==> src/source/fb_pkg.sv <==
`default_nettype none

package fb_pkg;

	// Wave and word geometry
	localparam int LANES = 4;
	localparam int DATA_W = 32;
	localparam int STRB_W = DATA_W / 8;
	localparam int FB_WORDS = 2048;
	localparam int FB_ADDR_W = $clog2(FB_WORDS);

	// Grant to ready distance through the arbiter
	localparam int PIPE_DEPTH = 3;

	// Byte window mapped onto the frame buffer
	localparam logic [31:0] FB_BASE = 32'h3000;
	localparam logic [31:0] FB_LIMIT = 32'h5000;

	typedef logic [DATA_W-1:0] word_t;
	// All zero strobe means a read
	typedef logic [STRB_W-1:0] strb_t;
	typedef logic [31:0] sys_addr_t;
	typedef logic [FB_ADDR_W-1:0] fb_addr_t;
	typedef logic [LANES-1:0] lane_mask_t;
	typedef logic [$clog2(LANES)-1:0] lane_id_t;

endpackage

`default_nettype wire

==> src/source/lane_tracker.sv <==
`default_nettype none

module lane_tracker import fb_pkg::*; (
	input wire clk,
	input wire nRST,
	input wire fw_mode_n,
	// Outside lane
	input wire lane_valid,
	input wire sys_addr_t lane_addr,
	input wire strb_t lane_wstrb,
	input wire word_t lane_wdata,
	// Wave control and arbiter return
	input wire pending,
	input wire wave_release,
	input wire grant,
	input wire ready,
	input wire word_t rdata,
	output logic request,
	output fb_addr_t req_addr,
	output strb_t req_wstrb,
	output word_t req_wdata,
	output logic done,
	output logic out_of_window,
	output word_t lane_rdata
);

	logic in_window;
	sys_addr_t offset;
	logic member;
	logic granted;
	logic served;
	word_t data_q;

	assign in_window = (lane_addr >= FB_BASE) && (lane_addr < FB_LIMIT);
	assign offset = lane_addr - FB_BASE;

	// Byte offset to word index
	assign req_addr = offset[FB_ADDR_W+1:2];
	assign req_wstrb = lane_wstrb;
	assign req_wdata = lane_wdata;
	assign out_of_window = lane_valid && !in_window;

	// Membership frozen when the wave starts
	always_ff @(posedge clk) begin
		if (!nRST) begin
			member <= 1'b0;
		end else if (!pending) begin
			member <= lane_valid && fw_mode_n;
		end
	end

	always_ff @(posedge clk) begin
		if (!nRST) begin
			granted <= 1'b0;
			served <= 1'b0;
		end else if (wave_release) begin
			granted <= 1'b0;
			served <= 1'b0;
		end else begin
			if (grant) begin
				granted <= 1'b1;
			end
			if (ready) begin
				served <= 1'b1;
			end
		end
	end

	assign request = fw_mode_n && pending && member && in_window && !granted;

	// Out of window lanes finish without touching memory
	assign done = served || (pending && member && !in_window);

	// Writes return zero
	always_ff @(posedge clk) begin
		if (ready) begin
			data_q <= (lane_wstrb != '0) ? '0 : rdata;
		end
	end

	assign lane_rdata = in_window ? data_q : '0;

endmodule

`default_nettype wire

==> config.mk <==
export PLATFORM = sky130hd
export DESIGN_NAME = lane_tracker
export DESIGN_NICKNAME = d
export VERILOG_FILES = /design/src/source/fb_pkg.sv /design/src/source/lane_tracker.sv
export SDC_FILE = /design/constraint.sdc
export NUM_CORES = 1
export LEC_CHECK = 0
export BUFFER_PORTS_ARGS = -buffer_cell sky130_fd_sc_hd__buf_2
export CAP_MARGIN = 10
export CORE_UTILIZATION = 42
export CTS_BUF_LIST = sky130_fd_sc_hd__clkbuf_16
export DETAILED_ROUTE_END_ITERATION = 10
export PLACE_DENSITY = 0.94
export SLEW_MARGIN = 20
export SYNTH_ARGS = -nofsm -noshare
export SYNTH_HDL_FRONTEND = slang
export SYNTH_SLANG_ARGS = --single-unit
==> constraint.sdc <==
create_clock -name clk -period 5.5 [get_ports clk]
set_clock_uncertainty 0.1 [all_clocks]
set_input_delay 1.1 -clock clk [delete_from_list [all_inputs] [get_ports clk]]
set_output_delay 1.1 -clock clk [all_outputs]
set_load 0.01 [all_outputs]
---- Yosys cells after proc, flatten, opt, wreduce, memory -nomap -nowiden ----
Cells that the tools add are included.
storage, ports and cells
  register bits after elaboration ......... 35
  bits of input ports ..................... 108
  output and inout port bits .............. 82
  word-level logic and storage cells ...... 23
cells by class
  $add $sub $neg .......................... 1
  order comparisons ....................... 2
  muxes and demuxes ....................... 1
  bitwise operators ....................... 1
  reductions and logical operators ........ 14
operators with widths
  operator                  number
  $ge A32 B14 Y1 const B    1
  $lt A32 B15 Y1 const B    1
  $mux W32                  1
  $sub A13 B13 Y13 const B  1
  $logic_and A1 B1 Y1       9
  $reduce_bool A4 Y1        1
  $logic_not A1 Y1          2
  $reduce_or A2 Y1          1
  $logic_or A1 B1 Y1        1
  $not A1 Y1                1

---- Logic depth before layout (Yosys ltp) ----
  word-level depth ........................ 5
  gate-level depth with buffers ........... 5
  mapped depth without buffers ............ 3

---- Worst setup path after synthesis ----
OpenSTA, ideal clock, no wires.
  path type ............................... input to output
  start ................................... input lane_addr[23]
  end ..................................... output request
  arrival time ............................ 2.485 ns
  data required time ...................... 4.300 ns
  path slack .............................. 1.815 ns
  cell stages on the path ................. 4
  buffers on the path ..................... 1
  cell sequence ........................... or4_1 or3_1 buf_6 nor4_2
on the way
  word-level cells in the longest chain between the ends .. 4
ends and longest elaborated chain
  what                                              line                source
  start: declaration                                lane_tracker.sv:9   input wire sys_addr_t lane_addr,
  $ge A32 B14 Y1 or $lt A32 B15 Y1 (tied branches)  lane_tracker.sv:34  assign in_window = (lane_addr >= FB_BASE) && (lane_addr < FB_LIMIT);
  $logic_and A1 B1 Y1 *                             lane_tracker.sv:34
  $logic_and A1 B1 Y1 * (2 in series)               lane_tracker.sv:69  assign request = fw_mode_n && pending && member && in_window && !granted;
  end: declaration                                  lane_tracker.sv:18  output logic request,
Mark *: on every way between the ends. The rest lies on a longest branch, timed or not.

---- Worst setup path after layout ----
Same ends and word-level chain as after synthesis.

==> results.sh <==
export IMPL_yosys_warnings=0
export IMPL_place_inst=332
export IMPL_cts_buffer_depth=2
export IMPL_rsz0062_at_grt="no"
export IMPL_ant_nets=0
export IMPL_synth_avg_cell_area_um2=10.45
export IMPL_relSlewSlack_pct=39.49
export IMPL_layout_common_cells="buf_2, inv_1, and2_1"
export IMPL_max_stage_delay_ns=0.87
export IMPL_cts_buffers=5
export IMPL_drive_gt1_share_pct=53.33
export IMPL_wirelength_um=4223
export IMPL_vias=1538
export IMPL_grt_max_degree=36
export IMPL_tns_ns=0
export IMPL_path_cells="buf_2, or4_1, or3_2, nor4_2, buf_2"
export IMPL_viasPerCell=4.524
export IMPL_syn_to_final_growth_pct=15.57
export IMPL_critical_path_top_delay_family="simple AND/OR/NAND/NOR gates"
export IMPL_utilization_pct=50.37
export IMPL_fin_crit_sh_pct=78.44
export IMPL_io_pins=190
export IMPL_cts_hold_buffers=0
export IMPL_place_congestion=0.6304
export IMPL_worstRegToRegCells=3
export IMPL_p_per_area_nw_per_um2=240.0
export IMPL_n_antenna_cell=0
export IMPL_cts_max_level=2
export IMPL_critical_path_slowest_cell="or3_2"
export IMPL_setup_violations=0
export IMPL_synth_cell_area_um2=2226
export IMPL_core_area_um2=5107
export IMPL_register_area_um2=1021
export IMPL_instances_no_fill=340
export IMPL_required_ns=4.30
export IMPL_min_from="granted"
export IMPL_cts_sinks=35
export IMPL_drt_iter0_drc=75
export IMPL_crit_type="in2out"
export IMPL_post_cts_buffers=0
export IMPL_fin_crit_ns=4.314
export IMPL_synthesis_instances=213
export IMPL_fmax_ghz=0.2318
export IMPL_synthFlopType="edfxtp_1"
export IMPL_async_flop_share_pct=0
export IMPL_dieArea_um2=5595
export IMPL_yosysSeqAreaShare_pct=45.87
export IMPL_grt_pass1_vias=1418
export IMPL_initial_utilization_pct=43.58
export IMPL_syn_nets=321
export IMPL_clock_root_buffer="clkbuf_16"
export IMPL_rows=26
export IMPL_cp_common_cell="buf_2"
export IMPL_worst_setup_path_start_kind="input pin"
export IMPL_nNetsFinal=377
export IMPL_drc=0
export IMPL_n_fill_cell=487
export IMPL_grtUsageTotal_pct=15.80
export IMPL_regToRegStartpoint="member"
export IMPL_multiInputGateArea_um2=668.1
export IMPL_final_common_cell="buf_2"
export IMPL_synth_edf_count=32
export IMPL_drt_pass1_iterations=4
export IMPL_wl_per_cell_um=12.42
export IMPL_antenna_found_initial=0
export IMPL_overflow=0
export IMPL_hp_class="reg2reg"
export IMPL_hold_path_cell_count=2
export IMPL_min_to="granted"
export IMPL_cts_tree="yes"
export IMPL_run_status="finished clean"
export IMPL_cp_num_buf_inv=2
export IMPL_p_leak_uw=0.001196
export IMPL_tightest_slew_ns=0.9077
export IMPL_end_kind="output port"
export IMPL_die_h_um=74.80
export IMPL_critPathArrivalTime_ns=3.11
export IMPL_ctsResizeCount=0
export IMPL_dp_hpwl_um=3211
export IMPL_clk_insertion_delay_late_ns=0.27
export IMPL_fp_dieW_um=74.80
export IMPL_timing_final_hold_violations=0
export IMPL_synth_cell_types=23
export IMPL_cp_max_fo=34
export IMPL_cap_viol_max_count=0
export IMPL_path_clk_slew_ns=0.05
export IMPL_ff2ff_setup_slack_ns=4.64
export IMPL_grt_pass1_wl_um=6479
export IMPL_slew_violations=0
export IMPL_io_buffers=103
export IMPL_r2r_end="member"
export IMPL_synth_seq_cells=35
export IMPL_vdd_drop_max_v=0.0001381
## worst max-delay path by stage
stage	from	slack [ns]	to	depth (start not counted)
4_1_cts	lane_addr[23]	1.15	request	5
3_3_place_gp	lane_addr[23]	1.18	request	5
6_report	lane_addr[23]	1.19	request	5
5_1_grt	lane_addr[23]	1.00	request	5
3_5_place_dp	lane_addr[23]	1.15	request	5
2_1_floorplan	lane_addr[23]	1.82	request	4
## flip-flops by register name, summed over array words and instances (netlist names)
signal,flops
member,1
served,1
data_q,32
granted,1
## final cells by class
type	instances	share of cell area [%]
Clock inverter	3	0.4864
Timing Repair Buffer	105	20.62
Sequential cell	35	39.69
Tap cell	70	3.405
Inverter	34	4.961
Multi-Input combinational cell	88	25.97
Clock buffer	5	4.864
## kinds of logic after synthesis
group / after synthesis / share of synthesized area, %
buf+inv: 90 / 24.45
simple gates: 84 / 28.39
flops: 35 / 45.87
compound gates: 4 / 1.293
## metal layers
metal,vias up,share of wire (%),global-route usage (%)
met2,88,50,26.63
li1,751,-,-
met4,0,1.1,5.870
met3,4,9.5,7.497
met1,695,39,17.35
met5,-,0,0
## metrics by stage
stage	worst slack, ns	instance area [um2]	hold WS [ns]	power [uW]
floorplan	1.815	2226	0.3294	364.6
global placement	1.181	2435	0.3446	360.9
detailed placement	1.151	2435	0.3980	364.2
CTS	1.149	2572	0.4055	625.2
global route	1.004	2572	0.4149	642.1
finish	1.186	2572	0.4011	617.3
## worst reg2reg max path, delay by kind of cell, from the launching register on
kind	cells	cell delay, ns
AOI/OAI and AO/OA	1	0.09
DFF	1	0.30
and+or+nand+nor	2	0.26
## synth_stat cells (2+ instances only)
cell type | count | area share, %
and2_1 | 33 | 9.3
buf_2 | 3 | 0.67
buf_4 | 46 | 16
buf_6 | 4 | 2.0
clkbuf_1 | 3 | 0.51
dfxtp_1 | 3 | 2.7
edfxtp_1 | 32 | 43
inv_1 | 34 | 5.7
nand2_1 | 2 | 0.34
nand2b_1 | 2 | 0.56
nor2_1 | 5 | 0.84
nor3_1 | 2 | 0.45
nor3_2 | 30 | 13
nor4_1 | 2 | 0.56
or3_1 | 2 | 0.56
or4_1 | 3 | 1.0
## power breakdown
group	leakage, uW	internal (uW)	switching, uW
sequential	0.000329	306	4.18
combinational	0.000791	24.1	23.5
clock	0.0000762	163	96.2
Note: power is estimated with default switching activity, not from simulation.
