--- config.mk ---
export PLATFORM = sky130hd
export DESIGN_NAME = wave_sync
export DESIGN_NICKNAME = d
export VERILOG_FILES = /design/src/source/fb_pkg.sv /design/src/source/wave_sync.sv
export SDC_FILE = /design/constraint.sdc
export NUM_CORES = 1
export LEC_CHECK = 0
export ABC_AREA = 1
export BUFFER_PORTS_ARGS = -buffer_cell sky130_fd_sc_hd__clkbuf_2
export CORE_AREA = 2 2 39 41
export CTS_BUF_LIST = sky130_fd_sc_hd__clkbuf_8
export CTS_CLUSTER_SIZE = 10
export DETAILED_ROUTE_END_ITERATION = 10
export DIE_AREA = 0 0 41 43
export GPL_TIMING_DRIVEN = 0
export SYNTH_ARGS = -nofsm -noshare
export SYNTH_HDL_FRONTEND = slang
export SYNTH_SLANG_ARGS = --single-unit
--- constraint.sdc ---
create_clock -name clk -period 1.3 [get_ports clk]
set_input_delay 0.39 -clock clk [delete_from_list [all_inputs] [get_ports clk]]
set_output_delay 0.39 -clock clk [all_outputs]
set_load 0.03 [all_outputs]
--- src/source/fb_pkg.sv ---
`default_nettype none

package fb_pkg;

	// Wave and word geometry
	localparam int LANES = 4;
	localparam int DATA_W = 32;
	localparam int STRB_W = DATA_W / 8;
	localparam int FB_WORDS = 2048;
	localparam int FB_ADDR_W = $clog2(FB_WORDS);

	// Grant to ready distance through the arbiter
	localparam int PIPE_DEPTH = 3;

	// Byte window mapped onto the frame buffer
	localparam logic [31:0] FB_BASE = 32'h3000;
	localparam logic [31:0] FB_LIMIT = 32'h5000;

	typedef logic [DATA_W-1:0] word_t;
	// All zero strobe means a read
	typedef logic [STRB_W-1:0] strb_t;
	typedef logic [31:0] sys_addr_t;
	typedef logic [FB_ADDR_W-1:0] fb_addr_t;
	typedef logic [LANES-1:0] lane_mask_t;
	typedef logic [$clog2(LANES)-1:0] lane_id_t;

endpackage

`default_nettype wire

--- src/source/wave_sync.sv ---
`default_nettype none

module wave_sync import fb_pkg::*; (
	input wire clk,
	input wire nRST,
	input wire fw_mode_n,
	input wire lane_mask_t lane_valid,
	input wire lane_mask_t done,
	input wire lane_mask_t out_of_window,
	output logic pending,
	output logic wave_release,
	output lane_mask_t lane_ready,
	output logic addr_fault
);

	typedef enum logic {
		IDLE,
		PEND
	} state_t;

	state_t state;
	lane_mask_t active;
	logic all_done;

	assign pending = (state == PEND);
	assign all_done = ((done & active) == active);

	always_ff @(posedge clk) begin
		if (!nRST) begin
			state <= IDLE;
			active <= '0;
			wave_release <= 1'b0;
			lane_ready <= '0;
			addr_fault <= 1'b0;
		end else begin
			wave_release <= 1'b0;
			lane_ready <= '0;
			addr_fault <= 1'b0;
			case (state)
				IDLE: begin
					// No new wave in the release cycle, trackers are still clearing
					if (fw_mode_n && !wave_release && (|lane_valid)) begin
						active <= lane_valid;
						state <= PEND;
					end
				end
				PEND: begin
					if (all_done) begin
						wave_release <= 1'b1;
						lane_ready <= active;
						addr_fault <= |(out_of_window & active);
						state <= IDLE;
					end
				end
				default: state <= IDLE;
			endcase
		end
	end

endmodule

`default_nettype wire

# Word level (Yosys, flattened, before mapping)

Cells that the tools add are included.

Bitwise operators: 3
Muxes and demuxes: 4
Equal/unequal tests: 1
Reduce and logical (&&, ||, !) cells: 8

Operator list:

| kind                | number |
|---|---|
| $and A4 B4 Y4       | 2 |
| $reduce_or A4 Y1    | 2 |
| $eq A4 B4 Y1        | 1 |
| $reduce_and A2 Y1   | 2 |
| $mux W1             | 3 |
| $reduce_and A3 Y1   | 1 |
| $logic_and A1 B1 Y1 | 2 |
| $pmux W1 S2         | 1 |
| $logic_not A1 Y1    | 1 |
| $not A1 Y1          | 1 |

Word-level logic and storage cells: 21
Register bits after elaboration: 11
Output and inout bits: 7
Input bits: 15

# Depth between registers and ports, before layout

Gate-level depths: netlist of run 1.

Depth after elaboration: 5
Gate-level depth with buffers: 6
Gate-level depth less buffers: 6

# Worst setup path after synthesis of run 1

No wires, ideal clock.

Path type: reg-to-reg
From: reg state, in the netlist pending
To: reg active[3]
Required time: 1.234 ns
Cell stages (with the launch flop): 7
Path buffers: 0
Setup time: 0.066 ns
Period minus slack after synthesis: 1.039 ns
Path slack: 0.261 ns
Data arrival time: 0.973 ns
Cells stage by stage: dfxtp_1 inv_1 nand2_2 nor2_8 nand2_4 nand2_1 a21oi_2

Cells in the longest elaborated chain, start to end: 2

RTL lines:

| what                        | line            | text |
|---|---|---|
| start, declared             | wave_sync.sv:21 | `state_t state;` |
| start signal, assigned      | wave_sync.sv:30 | `state <= IDLE;` |
| start signal, assigned      | wave_sync.sv:44 | `state <= PEND;` |
| start signal, assigned      | wave_sync.sv:52 | `state <= IDLE;` |
| $not A1 Y1 (no line)        | -               |  |
| $reduce_and A2 Y1 (no line) | -               |  |
| end signal, assigned        | wave_sync.sv:43 | `active <= lane_valid;` |
| end, declared               | wave_sync.sv:22 | `lane_mask_t active;` |

No other way between the ends.
A chain may end at the register's enable or synchronous reset.

# Worst setup path after layout of run 1

From: reg wave_release
To: out wave_release

RTL lines:

| what                   | line            | text |
|---|---|---|
| start, declared        | wave_sync.sv:11 | `output logic wave_release,` |
| start signal, assigned | wave_sync.sv:32 | `wave_release <= 1'b0;` |
| start signal, assigned | wave_sync.sv:36 | `wave_release <= 1'b0;` |
| start signal, assigned | wave_sync.sv:49 | `wave_release <= 1'b1;` |

No word-level cell between the ends.

==> run_results.csv, run 1 <==
group,metric,value,unit
cells_and_area,layout.cells.non_filler,99,
floorplan,std_cell_rows,14,
detailed_routing,initialDrtViolationCount,3,
critical_path,critPathLaunchType,"flop",
sta,final_max_slew_viols,0,
global_route,vias_in_the_first_global_route,349,
floorplan,chipWidth,41,um
min_path,min-delay-path-class,"in -> reg",
detailed_routing,number_of_vias_in_the_routed_layout,413,
cts,numClockSinks,11,
cts,ctsHoldBuffers,0,
critical_path,critical-path-top-delay-family,"flip-flops",
critical_path,cp_num_buf_inv,1,
synth,synth_edf_count,0,
critical_path,worstPathCellList,"clkbuf_4",
critical_path,cp_data_arrival_time,810,ps
sta,fin_worst_skew,1.82,ps
global_route,grt_start_max_net_pins,7,
floorplan,start_util,0.331,
power_and_ir_drop,powerDensity,1290,nW/um^2
synth,asr_flop_ratio_synth,0,
detailed_routing,number_of_nets_with_antenna_violations_after_detailed_routing,0,
cts,cts.htree.levels,1,
floorplan,die_height,43,um
cts,deepest_clock_path_buffer_count,2,
power_and_ir_drop,power.ir.vdd_worst,0.543,mV
synth,synth_seq_cells,11,
sta,finalSetupTns,0,ps
sta,max_slew.worst_pin.slew,174,ps
cells_and_area,final_net_count,99,
placed_design,finalWeightedCongestion,0.698,
cells_and_area,antenna_cells,0,
global_route,globalRoute.totalOverflow,0,
sta,worst_slew_margin_rel,0.885,
sta,hold_violations,0,
critical_path,worst-setup-path-type,"reg -> out",
floorplan,io_pins,22,
critical_path,critical-path-slowest-cell,"sky130_fd_sc_hd__dfxtp_2",
detailed_routing,post-route-drc-count,0,
cells_and_area,syn_to_final_growth,38.0,%
synth,synthesis.instances,58,
synth,synth_cell_types,14,
sta,final-setup-viol-count,0,
cts,clock_insertion_delay_worst_skew,240,ps
floorplan,design.die.area,1760,um^2
sta,achievable-frequency,834,MHz
synth,synth.top_cells.by_count,"sky130_fd_sc_hd__nand2_1, sky130_fd_sc_hd__dfxtp_1, sky130_fd_sc_hd__inv_1",
critical_path,cpPeakStageDelay,370,ps
synth,yosysWarnings,0,
critical_path,timing.critical_path.required,910,ps
placed_design,detailed_place_hpwl,657,um
cts,postCtsSetupRepairBufs,0,
critical_path,timing.reg2reg.setup_slack,400,ps
detailed_routing,detail_route.wl_per_cell,8.14,um
placed_design,buffer_ports.inserted,21,
synth,postSynthNetCount,73,
global_route,grt_use_total,0.115,
synth,synth.most_common_cell,"sky130_fd_sc_hd__nand2_1",
synth,synth_top_cells_by_area,"sky130_fd_sc_hd__dfxtp_1, sky130_fd_sc_hd__nand2_1, sky130_fd_sc_hd__inv_1, sky130_fd_sc_hd__a21oi_1, sky130_fd_sc_hd__nor2_8",
cells_and_area,final_layout_size_suffix_gt1_frac,0.422,
synth,dominantRegCellSynth,"sky130_fd_sc_hd__dfxtp_1",
cts,clock_tree.root_cell,"sky130_fd_sc_hd__clkbuf_8",
sta,period_needed,1200,ps
power_and_ir_drop,power_leakage,0.000315,uW
detailed_routing,first_pass_iters,2,
run,cap_violations,0,
cts,cts_tree,"done",
critical_path,critical_path_peak_fanout,2,
synth,syn_avg_cell_area,7.90,um^2
sta,rsz_0062_raised_after_global_routing,"no",
cts,clk_transition_reported_paths,50,ps
cts,cts.repair.resized,0,
cells_and_area,final.fill_count,140,
critical_path,critPathCaptureType,"output pin",
global_route,grt_antenna_before_repair,0,
detailed_routing,post_drt_via_cell_ratio,4.17,
floorplan,coreArea,1380,um^2
detailed_routing,drt-total-wl,806,um
outcome,status,"finished, final reports clean",
placed_design,numPlacedInstances,95,
sta,final.period_utilization,0.923,
synth,synthDominantAreaCellType,"sky130_fd_sc_hd__dfxtp_1",
cts,numCtsBuffers,3,
synth,post_synth_instance_area,458,um^2
synth,synth-seq-area-share,0.481,
global_route,grt_first_pass_wirelength,1300,um
synth,synth_top_cell_area_share,0.481,
[layout make-up]
type                       count  area [um^2]  area share
clock inverter                 1         3.75     0.00594
multi-input combinational     37          200       0.317
tap                           16         20.0      0.0317
sequential                    11          221       0.350
inverter                      10         37.5      0.0594
timing repair buffer          21          108       0.170
clock buffer                   3         41.3      0.0653
[layer usage]
| layer | up-vias | share of wire | wire length [um] | GRT usage |
|---|---|---|---|---|
| met5 | - | 0 | 0 | 0 |
| met4 | 0 | 0.029 | 23 | 0.100 |
| met3 | 3 | 0.077 | 62 | 0.0471 |
| met2 | 18 | 0.43 | 346 | 0.150 |
| met1 | 166 | 0.46 | 374 | 0.137 |
| li1 | 226 | - | - | - |
[where the power goes]
part           internal, uW  switching [uW]  leakage (uW)
Sequential              354            13.3     0.0000901
Combinational          47.6            67.9      0.000198
Clock                   207             124     0.0000269
Total                   609             205      0.000315
[logic make-up (layout without fill, tap and decap cells)]
logic type | count (synthesis) | after routing | synth area share
simple gates | 29 | 29 | 0.342
flops | 11 | 11 | 0.481
buf+inv | 10 | 35 | 0.0820
compound gates | 8 | 8 | 0.0956
[worst paths after layout]
path | startpoint | endpoint | depth (start not counted)
max reg2reg | pending | active[3] | 6
min reg2reg | active[0] | lane_ready[0] | 2
min | lane_valid[2] | active[2] | 3
max | wave_release | wave_release | 1
[per-stage QoR]
| step | total power (uW) | hold slack [ps] | util | instance area (um^2) | worst slack, ps |
|---|---|---|---|---|---|
| finish | 814 | 407 | 0.457 | 632 | 101 |
| global route | 861 | 415 | 0.457 | 632 | 54.6 |
| CTS | 822 | 407 | 0.454 | 628 | 2.17 |
| detailed placement | 489 | 462 | 0.421 | 583 | 258 |
| global placement | 489 | 464 | 0.421 | 583 | 265 |
| floorplan | 448 | 435 | - | 458 | 261 |
[cell usage in the layout (no fill, tap or decap)]
cell and instances:
sky130_fd_sc_hd__nand2_4 1, sky130_fd_sc_hd__clkbuf_4 1, sky130_fd_sc_hd__nor2_1 5, sky130_fd_sc_hd__nand2_2 3, sky130_fd_sc_hd__nor2_8 1, sky130_fd_sc_hd__nor2_2 3, sky130_fd_sc_hd__a21oi_1 4, sky130_fd_sc_hd__o21ai_1 2
sky130_fd_sc_hd__o21ai_0 1, sky130_fd_sc_hd__nand2_1 13, sky130_fd_sc_hd__clkbuf_8 3, sky130_fd_sc_hd__dfxtp_1 10, sky130_fd_sc_hd__a21oi_2 1, sky130_fd_sc_hd__clkbuf_2 20, sky130_fd_sc_hd__nand3_1 2, sky130_fd_sc_hd__inv_1 11
sky130_fd_sc_hd__dfxtp_2 1, sky130_fd_sc_hd__nand3_2 1
[sequential cells by signal, summed over array words and instances, names as in the netlist]
name and flops:
wave_release 1, addr_fault 1, pending 1, active 4
lane_ready 4
No activity file was read; power rests on OpenSTA's default activity.
==> run 2, diff against run 1 <==
--- a/config.mk
+++ b/config.mk
@@ -16,3 +16,4 @@
 export SYNTH_ARGS = -nofsm -noshare
 export SYNTH_HDL_FRONTEND = slang
 export SYNTH_SLANG_ARGS = --single-unit
+export TNS_END_PERCENT = 100
==> constraint.sdc (replaced) <==
create_clock -name clk -period 1.3 [get_ports clk]
set_input_delay 0.39 -clock clk [delete_from_list [all_inputs] [get_ports clk]]
set_output_delay 0.39 -clock clk [all_outputs]
set_load 0.02 [all_outputs]
==> run 2 against run 1 <==
  * First-iteration DRC count unchanged
  * Worst hold slack unchanged
  * Sequential cell count did not move
  * Maximum frequency fell by 4.1%
  * Worst setup slack got worse by 52 ps
  * Power down 0.79%
  * Clock skew about the same
  * Combinational power shrank 5%
  * Global-route usage did not move
  * Largest cell class unchanged
  * Largest power group unchanged
==> run_results.csv, run 2 (same netlist as run 1, synthesis figures left out) <==
group,metric,value,unit
sta,fin_worst_skew,1.83,ps
critical_path,critPathCaptureType,"output pin",
cts,postCtsSetupRepairBufs,0,
min_path,min-delay-path-class,"in -> reg",
cells_and_area,antenna_cells,0,
global_route,grt_start_max_net_pins,7,
placed_design,finalWeightedCongestion,0.698,
global_route,grt_first_pass_wirelength,1300,um
power_and_ir_drop,power_leakage,0.000314,uW
sta,final_max_slew_viols,0,
critical_path,crit_cells,1,
cts,cts.htree.levels,1,
critical_path,worstPathCellList,"clkbuf_2",
cts,cts.repair.resized,0,
floorplan,die_height,43,um
critical_path,critical-path-slowest-cell,"sky130_fd_sc_hd__dfxtp_1",
critical_path,critical_path_peak_fanout,2,
critical_path,cp_num_buf_inv,1,
floorplan,chipWidth,41,um
sta,finalSetupTns,0,ps
cts,clk_transition_reported_paths,50,ps
cells_and_area,largest_registers,"active: 4 flops, lane_ready: 4 flops",
cells_and_area,syn_to_final_growth,37.2,%
power_and_ir_drop,power.ir.vdd_worst,0.542,mV
cells_and_area,layout_commonest_cell,"sky130_fd_sc_hd__clkbuf_2",
sta,rsz_0062_raised_after_global_routing,"no",
global_route,globalRoute.totalOverflow,0,
cts,numCtsBuffers,3,
floorplan,design.die.area,1760,um^2
floorplan,start_util,0.331,
sta,worst_slew_margin_rel,0.865,
critical_path,cp_data_arrival_time,860,ps
sta,achievable-frequency,799,MHz
sta,hold-worst-slack,407,ps
critical_path,worst-setup-path-type,"reg -> out",
cells_and_area,final_layout_size_suffix_gt1_frac,0.410,
detailed_routing,post-route-drc-count,0,
floorplan,io_pins,22,
global_route,grt_antenna_before_repair,0,
detailed_routing,number_of_vias_in_the_routed_layout,413,
cts,clock_tree.root_cell,"sky130_fd_sc_hd__clkbuf_8",
cts,numClockSinks,11,
detailed_routing,initialDrtViolationCount,3,
detailed_routing,drt-total-wl,806,um
cts,deepest_clock_path_buffer_count,2,
placed_design,detailed_place_hpwl,657,um
cts,ctsHoldBuffers,0,
detailed_routing,detail_route.wl_per_cell,8.14,um
sta,hold_violations,0,
critical_path,timing.critical_path.required,910,ps
detailed_routing,number_of_nets_with_antenna_violations_after_detailed_routing,0,
run,cap_violations,0,
sta,period_needed,1250,ps
power_and_ir_drop,powerDensity,1290,nW/um^2
floorplan,coreArea,1380,um^2
cells_and_area,layout_common_cells,"sky130_fd_sc_hd__clkbuf_2, sky130_fd_sc_hd__nand2_1, sky130_fd_sc_hd__inv_1, sky130_fd_sc_hd__dfxtp_1, sky130_fd_sc_hd__nor2_1",
placed_design,buffer_ports.inserted,21,
cts,clock_insertion_delay_worst_skew,240,ps
cells_and_area,final_net_count,99,
sta,final-setup-viol-count,0,
outcome,status,"finished, final reports clean",
critical_path,critPathLaunchType,"flop",
sta,max_slew.worst_pin.slew,202,ps
global_route,vias_in_the_first_global_route,349,
cts,cts_tree,"done",
detailed_routing,first_pass_iters,2,
critical_path,cpPeakStageDelay,420,ps
global_route,grt_use_total,0.115,
critical_path,critical-path-top-delay-family,"flip-flops",
cells_and_area,final.fill_count,139,
sta,final.period_utilization,0.962,
detailed_routing,post_drt_via_cell_ratio,4.17,
critical_path,worstRegToRegCells,6,
floorplan,std_cell_rows,14,
min_path,timing.hold.worst_path_depth,3,
## run 2: cell types whose count changed in the layout (fill, tap and decap cells not counted)
| cell | change |
|---|---|
| sky130_fd_sc_hd__dfxtp_2 | -1 |
| sky130_fd_sc_hd__dfxtp_1 | +1 |
| sky130_fd_sc_hd__clkbuf_4 | -1 |
| sky130_fd_sc_hd__clkbuf_2 | +1 |
## run 2: worst paths after layout
kind | from | endpoint | slack, ps
max | wave_release | wave_release | 50
min reg2reg | active[0] | lane_ready[0] | 470
max reg2reg | pending | active[3] | 400
min | lane_valid[2] | active[2] | 410
## run 2: per-layer routing
| metal | track usage | share of wire |
|---|---|---|
| met1 | 0.137 | 0.46 |
| met2 | 0.150 | 0.43 |
| met3 | 0.0471 | 0.078 |
| met4 | 0.100 | 0.029 |
| met5 | 0 | 0 |
## run 2: layout make-up
cell class                      instances  area (um^2)  area share
Inverter                               10         37.5      0.0598
Clock inverter                          1         3.75     0.00598
Multi-Input combinational cell         37          200       0.319
Sequential cell                        11          220       0.351
Timing Repair Buffer                   21          105       0.167
Clock buffer                            3         41.3      0.0657
Tap cell                               16         20.0      0.0319
## run 2: per-stage QoR
stage	total power, uW	instances	area (um^2)	utilization	setup slack [ps]
finish	807	99	628	0.454	49.0
global route	854	99	628	0.454	5.55
CTS	817	99	628	0.454	38.6
detailed placement	484	95	583	0.421	273
global placement	483	95	583	0.421	282
floorplan	443	58	458	-	346
## run 2: where the power goes
group,internal [uW],switching (uW)
Clock,207,124
Sequential,354,13.3
Combinational,46.7,62.7
==> run 3, diff against run 2 <==
--- a/config.mk
+++ b/config.mk
@@ -7,12 +7,15 @@
 export LEC_CHECK = 0
 export ABC_AREA = 1
 export BUFFER_PORTS_ARGS = -buffer_cell sky130_fd_sc_hd__clkbuf_2
-export CORE_AREA = 2 2 39 41
+export CELL_PAD_IN_SITES_DETAIL_PLACEMENT = 0
+export CELL_PAD_IN_SITES_GLOBAL_PLACEMENT = 1
+export CORE_MARGIN = 1
+export CORE_UTILIZATION = 34
 export CTS_BUF_LIST = sky130_fd_sc_hd__clkbuf_8
 export CTS_CLUSTER_SIZE = 10
 export DETAILED_ROUTE_END_ITERATION = 10
-export DIE_AREA = 0 0 41 43
 export GPL_TIMING_DRIVEN = 0
+export PLACE_DENSITY_LB_ADDON = 0.1
 export SYNTH_ARGS = -nofsm -noshare
 export SYNTH_HDL_FRONTEND = slang
 export SYNTH_SLANG_ARGS = --single-unit
==> run 3 against run 2 <==
  * Non-clock buffer count did not move
  * First-iteration DRC count rose by 33%
  * Final area fell by 0.20%
  * Critical path depth did not move
  * Power rose by 1.0%
  * Worst hold slack got worse by 4.6 ps
  * Sequential cell count did not move
  * Clock-buffer cell count did not move
  * Cell count fell by 2.0%
  * Worst setup slack improved by 68 ps
  * Die area fell by 15%
==> run_results.csv, run 3 (same netlist as run 1, synthesis figures left out) <==
group,metric,value,unit
sta,rsz_0062_raised_after_global_routing,"no",
floorplan,die_height,38.7,um
min_path,timing.hold.worst_path_depth,3,
min_path,min-delay-path-class,"in -> reg",
cells_and_area,final_net_count,99,
cells_and_area,post-route-cell-area,627,um^2
cells_and_area,layout_common_cells,"sky130_fd_sc_hd__clkbuf_2, sky130_fd_sc_hd__nand2_1, sky130_fd_sc_hd__inv_1",
critical_path,critPathLaunchType,"flop",
detailed_routing,post-route-drc-count,0,
detailed_routing,first_pass_iters,3,
floorplan,std_cell_rows,12,
sta,final.period_utilization,0.910,
sta,fin_worst_skew,0.724,ps
sta,hold_violations,0,
critical_path,worstPathCellList,"clkbuf_2",
cells_and_area,largest_registers,"active: 4 flops, lane_ready: 4 flops",
critical_path,timing.critical_path.required,910,ps
detailed_routing,initialDrtViolationCount,4,
sta,finalSetupTns,0,ps
critical_path,critical-path-slowest-cell,"sky130_fd_sc_hd__dfxtp_2",
placed_design,finalWeightedCongestion,0.711,
power_and_ir_drop,power_leakage,0.000314,uW
cells_and_area,final_layout_size_suffix_gt1_frac,0.422,
sta,final_max_slew_viols,0,
critical_path,worst-setup-path-type,"reg -> out",
sta,period_needed,1180,ps
cts,numClockSinks,11,
placed_design,buffer_ports.inserted,21,
sta,max_slew.worst_pin.slew,176,ps
global_route,grt_use_total,0.168,
floorplan,coreArea,1170,um^2
cells_and_area,layout_commonest_cell,"sky130_fd_sc_hd__clkbuf_2",
sta,final-setup-viol-count,0,
outcome,status,"finished, final reports clean",
placed_design,detailed_place_hpwl,706,um
sta,hold-worst-slack,402,ps
floorplan,design.die.area,1500,um^2
global_route,grt_start_max_net_pins,7,
cts,cts_tree,"done",
floorplan,start_util,0.391,
power_and_ir_drop,power.ir.vdd_worst,0.757,mV
cells_and_area,syn_to_final_growth,36.9,%
floorplan,chipWidth,38.7,um
detailed_routing,number_of_nets_with_antenna_violations_after_detailed_routing,0,
critical_path,critical-path-top-delay-family,"flip-flops",
detailed_routing,drt-total-wl,932,um
cts,clock_tree.root_cell,"sky130_fd_sc_hd__clkbuf_8",
critical_path,cpPeakStageDelay,370,ps
global_route,globalRoute.totalOverflow,0,
cells_and_area,antenna_cells,0,
cts,numCtsBuffers,3,
cts,cts.htree.levels,1,
detailed_routing,post_drt_via_cell_ratio,4.25,
global_route,grt_first_pass_wirelength,1550,um
critical_path,critical_path_peak_fanout,2,
global_route,vias_in_the_first_global_route,364,
sta,worst_slew_margin_rel,0.882,
cts,postCtsSetupRepairBufs,0,
sta,achievable-frequency,846,MHz
power_and_ir_drop,powerDensity,1300,nW/um^2
critical_path,crit_cells,1,
cts,deepest_clock_path_buffer_count,2,
detailed_routing,detail_route.wl_per_cell,9.61,um
floorplan,io_pins,22,
global_route,grt_antenna_before_repair,0,
detailed_routing,number_of_vias_in_the_routed_layout,412,
run,cap_violations,0,
cts,clk_transition_reported_paths,50,ps
cells_and_area,final.fill_count,136,
critical_path,cp_num_buf_inv,1,
critical_path,worstRegToRegCells,6,
critical_path,critPathCaptureType,"output pin",
critical_path,cp_data_arrival_time,790,ps
placed_design,post_dp_area,581,um^2
cts,clock_insertion_delay_worst_skew,240,ps
==> run 3: through the flow <==
stage	setup WS [ps]	util	power, uW	std cells
floorplan	346	-	443	58
global placement	270	0.496	485	93
detailed placement	257	0.496	486	93
CTS	30.3	0.534	826	97
global route	78.0	0.535	859	97
finish	117	0.535	815	97
==> run 3: final timing paths <==
| kind | from | endpoint | slack [ps] |
|---|---|---|---|
| setup / recovery | wave_release | wave_release | 120 |
| hold / removal | out_of_window[0] | addr_fault | 400 |
| setup reg to reg | pending | active[2] | 370 |
| hold reg to reg | active[2] | lane_ready[2] | 470 |
==> run 3: area by class of cell <==
| type | instances | area, um^2 | share of cell area |
|---|---|---|---|
| inverter | 10 | 37.5 | 0.0599 |
| tap | 14 | 17.5 | 0.0279 |
| sequential | 11 | 221 | 0.353 |
| clock inverter | 1 | 3.75 | 0.00599 |
| clock buffer | 3 | 41.3 | 0.0659 |
| timing repair buffer | 21 | 105 | 0.168 |
| multi-input combinational | 37 | 200 | 0.319 |
==> run 3: per-layer routing <==
metal	up-vias	GRT usage	routed length [um]	part of all wire
met5	-	0	0	0
met1	169	0.178	417	0.45
met4	0	0.0776	21	0.023
li1	225	-	-	-
met2	14	0.258	422	0.45
met3	4	0.104	71	0.076
==> run 3: report_power, final <==
part           switching (uW)  total (uW)  internal (uW)
clock                     129         336            207
sequential               13.2         367            354
combinational            65.1         112           46.8
==> run 3: what timing repair did <==
item                                    4_1_cts  5_1_grt
hold buffers                                  0        0
endpoints found under the setup margin        0        1
hold endpoints to repair                      0        0
resized for setup                             0        1
